[src/hw/interp_pkg.sv]
package interp_pkg;

	// ------------------------------
	// filter bank dimensions
	// ------------------------------

	localparam int NUM_TAPS   = 6;	// samples per window
	localparam int NUM_PHASES = 15;	// one filter per fractional phase
	localparam int SAMPLE_W   = 8;	// signed input sample
	localparam int COEF_W     = 8;	// covers -11 .. 63
	localparam int PROD_W     = 14;	// 63 * -128 still fits
	localparam int PAIR_W     = PROD_W + 1;	// one carry bit per pair
	localparam int ACC_W      = 17;	// full sum of three pairs, with margin
	localparam int OUT_W      = 11;	// phase result
	localparam int NORM_SHIFT = 6;	// divide by the row sum of 64

	// ------------------------------
	// scalar types
	// ------------------------------

	typedef logic signed [SAMPLE_W-1:0] sample_t;
	typedef logic signed [COEF_W-1:0]   coef_t;
	typedef logic signed [PROD_W-1:0]   prod_t;
	typedef logic signed [PAIR_W-1:0]   pair_t;
	typedef logic signed [ACC_W-1:0]    acc_t;
	typedef logic signed [OUT_W-1:0]    filt_out_t;

	// tap0 in the low byte, same split as the combinational bank
	typedef struct packed {
		sample_t tap5;
		sample_t tap4;
		sample_t tap3;
		sample_t tap2;
		sample_t tap1;
		sample_t tap0;
	} window_t;

	// first level of the sum tree for one phase
	typedef struct packed {
		pair_t p45;
		pair_t p23;
		pair_t p01;
	} pair_sums_t;

	// ------------------------------
	// pipeline buses
	// ------------------------------

	typedef prod_t      [NUM_PHASES-1:0][NUM_TAPS-1:0] prod_bank_t;	// [phase][tap]
	typedef pair_sums_t [NUM_PHASES-1:0]               pair_bank_t;
	typedef filt_out_t  [NUM_PHASES-1:0]               filt_bank_t;	// index 0 = phase 1

	// ------------------------------
	// coefficient set
	// ------------------------------

	// rows are phases 1..15, columns taps 0..5
	// each row sums to 64, so a flat window passes unchanged
	localparam coef_t PHASE_COEF [NUM_PHASES][NUM_TAPS] = '{
		'{8'sd1, -8'sd3,  8'sd63,  8'sd4,  -8'sd2,  8'sd1},
		'{8'sd1, -8'sd5,  8'sd62,  8'sd8,  -8'sd3,  8'sd1},
		'{8'sd2, -8'sd8,  8'sd60,  8'sd13, -8'sd4,  8'sd1},
		'{8'sd3, -8'sd10, 8'sd58,  8'sd17, -8'sd5,  8'sd1},
		'{8'sd3, -8'sd11, 8'sd52,  8'sd26, -8'sd8,  8'sd2},
		'{8'sd2, -8'sd9,  8'sd47,  8'sd31, -8'sd10, 8'sd3},
		'{8'sd3, -8'sd11, 8'sd45,  8'sd34, -8'sd10, 8'sd3},
		'{8'sd3, -8'sd11, 8'sd40,  8'sd40, -8'sd11, 8'sd3},	// half-sample, symmetric
		'{8'sd3, -8'sd10, 8'sd34,  8'sd45, -8'sd11, 8'sd3},
		'{8'sd3, -8'sd10, 8'sd31,  8'sd47, -8'sd9,  8'sd2},
		'{8'sd2, -8'sd8,  8'sd26,  8'sd52, -8'sd11, 8'sd3},
		'{8'sd1, -8'sd5,  8'sd17,  8'sd58, -8'sd10, 8'sd3},
		'{8'sd1, -8'sd4,  8'sd13,  8'sd60, -8'sd8,  8'sd2},
		'{8'sd1, -8'sd3,  8'sd8,   8'sd62, -8'sd5,  8'sd1},
		'{8'sd1, -8'sd2,  8'sd4,   8'sd63, -8'sd3,  8'sd1}
	};

endpackage
[src/hw/interp_top.sv]
`timescale 1ns/1ps

module interp_top
	import interp_pkg::*;
(
	input  logic       clk,
	input  logic       arst_n,
	input  window_t    window,	// new window taken on every edge
	output filt_bank_t phases	// three cycles after the window
);

	// ------------------------------
	// inter-stage buses
	// ------------------------------

	prod_bank_t prods;	// 90 registered products
	pair_bank_t pairs;	// 45 registered pair sums

	// ------------------------------
	// pipeline
	// ------------------------------

	tap_product_stage u_tap_product_stage (
		.clk    (clk),
		.arst_n (arst_n),
		.window (window),
		.prods  (prods)
	);

	pair_sum_stage u_pair_sum_stage (
		.clk    (clk),
		.arst_n (arst_n),
		.prods  (prods),
		.pairs  (pairs)
	);

	normalize_stage u_normalize_stage (
		.clk    (clk),
		.arst_n (arst_n),
		.pairs  (pairs),
		.phases (phases)
	);

endmodule

[src/hw/normalize_stage.sv]
`timescale 1ns/1ps

module normalize_stage
	import interp_pkg::*;
(
	input  logic       clk,
	input  logic       arst_n,
	input  pair_bank_t pairs,
	output filt_bank_t phases
);

	// ------------------------------
	// final sum and scaling
	// ------------------------------

	acc_t       acc [NUM_PHASES];	// full weighted sum per phase
	acc_t       scaled [NUM_PHASES];	// after the divide by 64
	filt_bank_t phase_next;

	for (genvar p = 0; p < NUM_PHASES; p++) begin : g_phase
		assign acc[p] = acc_t'(pairs[p].p01)
			+ acc_t'(pairs[p].p23)
			+ acc_t'(pairs[p].p45);

		// arithmetic shift, so odd negative sums round toward minus infinity
		assign scaled[p] = acc[p] >>> NORM_SHIFT;

		// the row sum of 64 keeps every result near the sample range,
		// well inside 11 bits, so dropping the upper bits never wraps
		assign phase_next[p] = scaled[p][OUT_W-1:0];
	end

	// ------------------------------
	// output register
	// ------------------------------

	always_ff @(posedge clk or negedge arst_n) begin
		if (!arst_n) begin
			phases <= '0;	// reads all zeros in reset
		end else begin
			phases <= phase_next;
		end
	end

endmodule

[src/hw/pair_sum_stage.sv]
`timescale 1ns/1ps

module pair_sum_stage
	import interp_pkg::*;
(
	input  logic       clk,
	input  logic       arst_n,
	input  prod_bank_t prods,
	output pair_bank_t pairs
);

	// ------------------------------
	// first level of the sum tree
	// ------------------------------

	pair_bank_t pair_next;

	for (genvar p = 0; p < NUM_PHASES; p++) begin : g_phase
		// sign-extend to the pair width before the add
		assign pair_next[p].p01 = pair_t'(prods[p][0]) + pair_t'(prods[p][1]);
		assign pair_next[p].p23 = pair_t'(prods[p][2]) + pair_t'(prods[p][3]);	// main taps
		assign pair_next[p].p45 = pair_t'(prods[p][4]) + pair_t'(prods[p][5]);
	end

	// ------------------------------
	// stage register
	// ------------------------------

	always_ff @(posedge clk or negedge arst_n) begin
		if (!arst_n) begin
			pairs <= '0;
		end else begin
			pairs <= pair_next;	// one cycle behind prods
		end
	end

endmodule

[src/hw/tap_product_stage.sv]
`timescale 1ns/1ps

module tap_product_stage
	import interp_pkg::*;
(
	input  logic       clk,
	input  logic       arst_n,
	input  window_t    window,
	output prod_bank_t prods
);

	// ------------------------------
	// window split
	// ------------------------------

	sample_t samples [NUM_TAPS];	// samples[k] feeds tap k

	assign samples[0] = window.tap0;	// low byte
	assign samples[1] = window.tap1;
	assign samples[2] = window.tap2;
	assign samples[3] = window.tap3;
	assign samples[4] = window.tap4;
	assign samples[5] = window.tap5;	// high byte

	// ------------------------------
	// constant products
	// ------------------------------

	prod_bank_t prod_next;

	// every coefficient is a constant, so each product reduces to a few
	// shifts and adds; both operands are widened first so that the
	// multiply is evaluated at the full product width
	for (genvar p = 0; p < NUM_PHASES; p++) begin : g_phase
		for (genvar t = 0; t < NUM_TAPS; t++) begin : g_tap
			assign prod_next[p][t] = prod_t'(samples[t]) * prod_t'(PHASE_COEF[p][t]);
		end
	end

	// ------------------------------
	// stage register
	// ------------------------------

	always_ff @(posedge clk or negedge arst_n) begin
		if (!arst_n) begin
			prods <= '0;	// all 90 products cleared
		end else begin
			prods <= prod_next;	// new window every cycle
		end
	end

endmodule

[config.mk]
export PLATFORM = sky130hd
export DESIGN_NAME = interp_top
export DESIGN_NICKNAME = d
export VERILOG_FILES = /design/src/hw/interp_pkg.sv /design/src/hw/interp_top.sv /design/src/hw/normalize_stage.sv /design/src/hw/pair_sum_stage.sv /design/src/hw/tap_product_stage.sv
export SDC_FILE = /design/constraint.sdc
export NUM_CORES = 2
export LEC_CHECK = 0
export ABC_CLOCK_PERIOD_IN_PS = 3380
export BUFFER_PORTS_ARGS = -buffer_cell sky130_fd_sc_hd__buf_2
export CORE_ASPECT_RATIO = 1.1
export CORE_MARGIN = 4
export CORE_UTILIZATION = 44
export CTS_CLUSTER_DIAMETER = 200
export CTS_CLUSTER_SIZE = 8
export DETAILED_ROUTE_END_ITERATION = 7
export GPL_ROUTABILITY_DRIVEN = 0
export SETUP_SLACK_MARGIN = 0.5
export SLEW_MARGIN = 20
export SYNTH_ARGS = -nofsm -noshare
export SYNTH_HDL_FRONTEND = slang
export SYNTH_SLANG_ARGS = --single-unit
[constraint.sdc]
create_clock -name clk -period 3.38 [get_ports clk]
set_clock_uncertainty 0.15 [all_clocks]
set_input_delay 0.507 -clock clk [delete_from_list [all_inputs] [get_ports clk]]
set_output_delay 0.507 -clock clk [all_outputs]
set_load 0.01 [all_outputs]
After elaboration in Yosys (flattened, before gate mapping). Cells that the tools add are included.

Add/subtract/negate cells: 67. Multipliers: 38.

Operator list (count): 16-bit by 15-bit adder with 17-bit output (15); 15-bit by 15-bit adder with 16-bit output (15); 14-bit by 14-bit adder with 15-bit output (9); 8-bit by 5-bit multiplier with 13-bit output, second input constant (8); 8-bit by 7-bit multiplier with 14-bit output, second input constant (6); 8-bit by 6-bit multiplier with 13-bit output, second input constant (6); 8-bit by 6-bit multiplier with 14-bit output, second input constant (4); 8-bit by 4-bit multiplier with 12-bit output, second input constant (4); 8-bit by 5-bit multiplier with 12-bit output, second input constant (4); 8-bit by 3-bit multiplier with 11-bit output, second input constant (4); 14-bit by 8-bit adder with 15-bit output (2); 8-bit by 14-bit adder with 15-bit output (2); 11-bit by 13-bit adder with 14-bit output (2); 13-bit by 11-bit adder with 14-bit output (2); 8-bit negator with 13-bit output (2); 8-bit negator with 12-bit output (2); 8-bit by 4-bit multiplier with 11-bit output, second input constant (2); 8-bit negator with 11-bit output (2); 10-bit by 14-bit adder with 15-bit output (1); 11-bit by 14-bit adder with 15-bit output (1); 13-bit by 14-bit adder with 15-bit output (1); 14-bit by 10-bit adder with 15-bit output (1); 14-bit by 11-bit adder with 15-bit output (1); 14-bit by 13-bit adder with 15-bit output (1); 8 further kinds (8).

Register bits: 1250. Output and inout bits: 165.

Logic depth before layout (Yosys ltp).
Depth after elaboration: 2. Mapped depth: 17.

Hierarchy. From an unflattened synthesis, not the netlist that was laid out.

Cell total of the unflattened synthesis: 9144. Area, all modules: 93487.2 um2.

Modules (own cells, without submodules): pair_sum_stage (area each 43110.1 um2, cells each 4138, times used 1); tap_product_stage (area each 33509.6 um2, cells each 3375, times used 1); normalize_stage (area each 16867.4 um2, cells each 1631, times used 1).

Worst setup path after synthesis. OpenSTA, ideal clock, no wires.

Path kind: input -> register. From: input window[31] (netlist bit). To: register u_tap_product_stage.prods[1230] (netlist name). Slack: -1.603 ns. Library setup time: 0.123 ns. Arrival: 4.710 ns. Path buffers: 2. Cell stages on the path: 14. Data required time: 3.107 ns. Cells stage by stage: clkbuf_1 clkbuf_1 inv_1 fa_1 fa_1 fa_1 inv_1 fa_1 ha_1 nand2_1 o21ai_0 a21o_1 a21oi_1 xnor2_1.

RTL lines: start, declared (RTL line interp_top.sv:8) `input window_t window,`.

==> out/metrics.cfg <==
[critical_path]
worst-r2r-cell-count=11
cp-start-kind=input pin
end_kind=register
critical_path_class=in2reg
r2r-start=u_pair_sum_stage.pairs[189]$_DFF_PN0_
r2r-end=u_normalize_stage.phases[53]$_DFF_PN0_
required_ns=3.90
worstPathArrival_ns=3.92
r2r_slack_ns=0.11
crit_fanout=3

[grt]
grt_max_degree=115
grt_antenna_before_repair=23
grt_pass1_vias=50000
grtUsageTotal_pct=27.6
grt_pass1_wl_mm=309
globalRoute.totalOverflow=0

[synth]
post_synth.cell_area_avg_um2=11.0
netlist.area_leader.share_pct=34.8
synth_top_family_by_area=adder cells
syn_area_um2=63700
synth-xor-area-share_pct=8.71
syn_nets=7281
ys_types=78
synthSimpleGateAreaFrac_pct=7.41
yosysWarnings=0
synthMuxAreaShare_pct=0.505
ys_ff_latch=887
syn-instance-count=5814
synth-compound-area-share_pct=11.5
async_flop_share_pct=100
synthFlopType=dfrtp_1
synth_adder_area_share_pct=33.0
synth.area.top_cells=dfrtp_1, ha_1, fa_1
synth-edff-count=0
synth-seq-area-share_pct=34.8
synth_area_leader_cell=dfrtp_1

[route]
drtIter0Drc=2786
drtAntennaViolNets=0
vias_per_cell=5.27
drc=0
vias=47500
wl_per_cell_um=23.1
wl_mm=208
drt_pass1_iterations=7

[die]
start_util_pct=44.3
dieArea_um2=151000
coreArea_um2=144000
pin_count=215
rows=146
chipHeight_um=407
die_w_um=371

[run_status]
violations=setup timing
status=finished with violations

[finish]
fin_util_pct=57.6
nets=8526
area_growth_pct=30.1
drive_above_1_share_pct=28.8
final_cell_mix=dfrtp_1, ha_1, buf_4
mostFrequentLayoutCell=dfrtp_1

[sta]
drv_slew=0
layout_setup_ws_ns=-0.0197
slew_headroom_pct=44.2
max_freq_ghz=0.294
worstMarginPinSlew_ns=0.832
fin_tns_setup_ns=-0.0197
finalSetupViolations=1
finalCritPeriodShare_pct=101
rsz0062_at_grt=yes
finalHoldViolations=0
fin_crit_ns=3.40

[place]
port_buffers=214
hpwl_mm=169
place_ws_ns=-0.914

[worst_hold_path]
holdPathStages=3
hp-start=window[18]
min_to=u_tap_product_stage.prods[954]$_DFF_PN0_
hold_path_class=in2reg

[clocking]
clk_path_buf_depth=3
cts-htree-levels=3
numCtsBuffers=120
ctsRootBufferMaster=clkbuf_16
cts_tree=yes
insertion_delay_ns=0.76
cts.clk_slew.worst_paths_ns=0.06
clkSinkCount=887

[flow_run]
max-cap-violations=0

-- flip-flops by register name, indices dropped and copies added (netlist names) --
signal,cells
u_normalize_stage.phases,165
u_pair_sum_stage.pairs,382
u_tap_product_stage.prods,340
-- worst max-delay path by stage --
stage	start	to	slack, ns
after floorplan	window[31]	u_tap_product_stage.prods[1230]$_DFF_PN0_	-0.95
after global placement	window[30]	u_tap_product_stage.prods[1231]$_DFF_PN0_	-0.90
after detailed placement	window[30]	u_tap_product_stage.prods[1229]$_DFF_PN0_	-0.91
after CTS	window[30]	u_tap_product_stage.prods[1230]$_DFF_PN0_	-0.01
after global routing	window[19]	u_tap_product_stage.prods[40]$_DFF_PN0_	-0.16
final	window[19]	u_tap_product_stage.prods[40]$_DFF_PN0_	-0.02
-- final cells by class --
| type | instances | area, um2 |
|---|---|---|
| antenna | 28 | 70.1 |
| fill | 12000 | 61000 |
| tap | 1924 | 2410 |
| sequential | 887 | 22300 |
| inverter | 669 | 2620 |
| multi-input combinational | 4233 | 43300 |
| timing repair buffer | 1148 | 9120 |
| clock inverter | 7 | 123 |
| clock buffer | 121 | 3010 |
-- per-layer routing --
metal | track usage (%) | vias up | routed length [um]
met2 | 45.9 | 1148 | 99100
met5 | 0 | - | 20
met1 | 35.5 | 23800 | 85700
met3 | 2.99 | 375 | 9700
li1 | - | 22200 | -
met4 | 14.4 | 4 | 13400
-- worst max-delay path: stages --
cell and delay (ns):
buf_2 0.13, inv_1 0.09, fa_1 0.53, inv_1 0.07, ha_1 0.34, ha_4 0.30, inv_1 0.04, fa_1 0.49
inv_2 0.05, ha_4 0.24, a21o_1 0.21, a21oi_4 0.19, o21bai_4 0.09, a21oi_4 0.16, o21ai_2 0.08, a21o_1 0.17
a21oi_2 0.13, xnor2_1 0.12
-- synthesized netlist by cell type (61+ instances only) --
master	n
xnor2_1	465
ha_1	980
o21ai_0	218
a21o_1	159
o21bai_1	83
dfrtp_1	887
nand2_1	247
xor2_1	169
nor3_1	85
inv_1	668
nor2b_1	113
o21a_1	62
nand2b_1	61
nor2_1	302
a21oi_1	399
fa_1	437
-- timing repair --
item	4_1_cts	5_1_grt
gates resized for setup	510	327
setup endpoints to repair	272	333
pin swaps	323	320
hold buffers	29	2
buffers inserted	113	86
hold endpoints to repair	88	2
-- metrics by stage --
stage | hold slack (ns) | instances | area (um2)
final | 0.0691 | 9017 | 82900
after global routing | 0.0504 | 9006 | 82900
after CTS | 0.0206 | 8901 | 80800
after detailed placement | 0.335 | 8631 | 74400
after global placement | 0.324 | 8631 | 74400
after floorplan | 0.0614 | 5814 | 65700
-- cells by family after synthesis --
kind of cell / Yosys count
flops: 887
simple gates: 993
xor+xnor: 634
mux: 31
compound gates: 1156
buf+inv: 694
fa+ha+maj: 1419
Power is not shown: default switching activity piles up to over one toggle a cycle in this logic, so the estimate is an artifact.
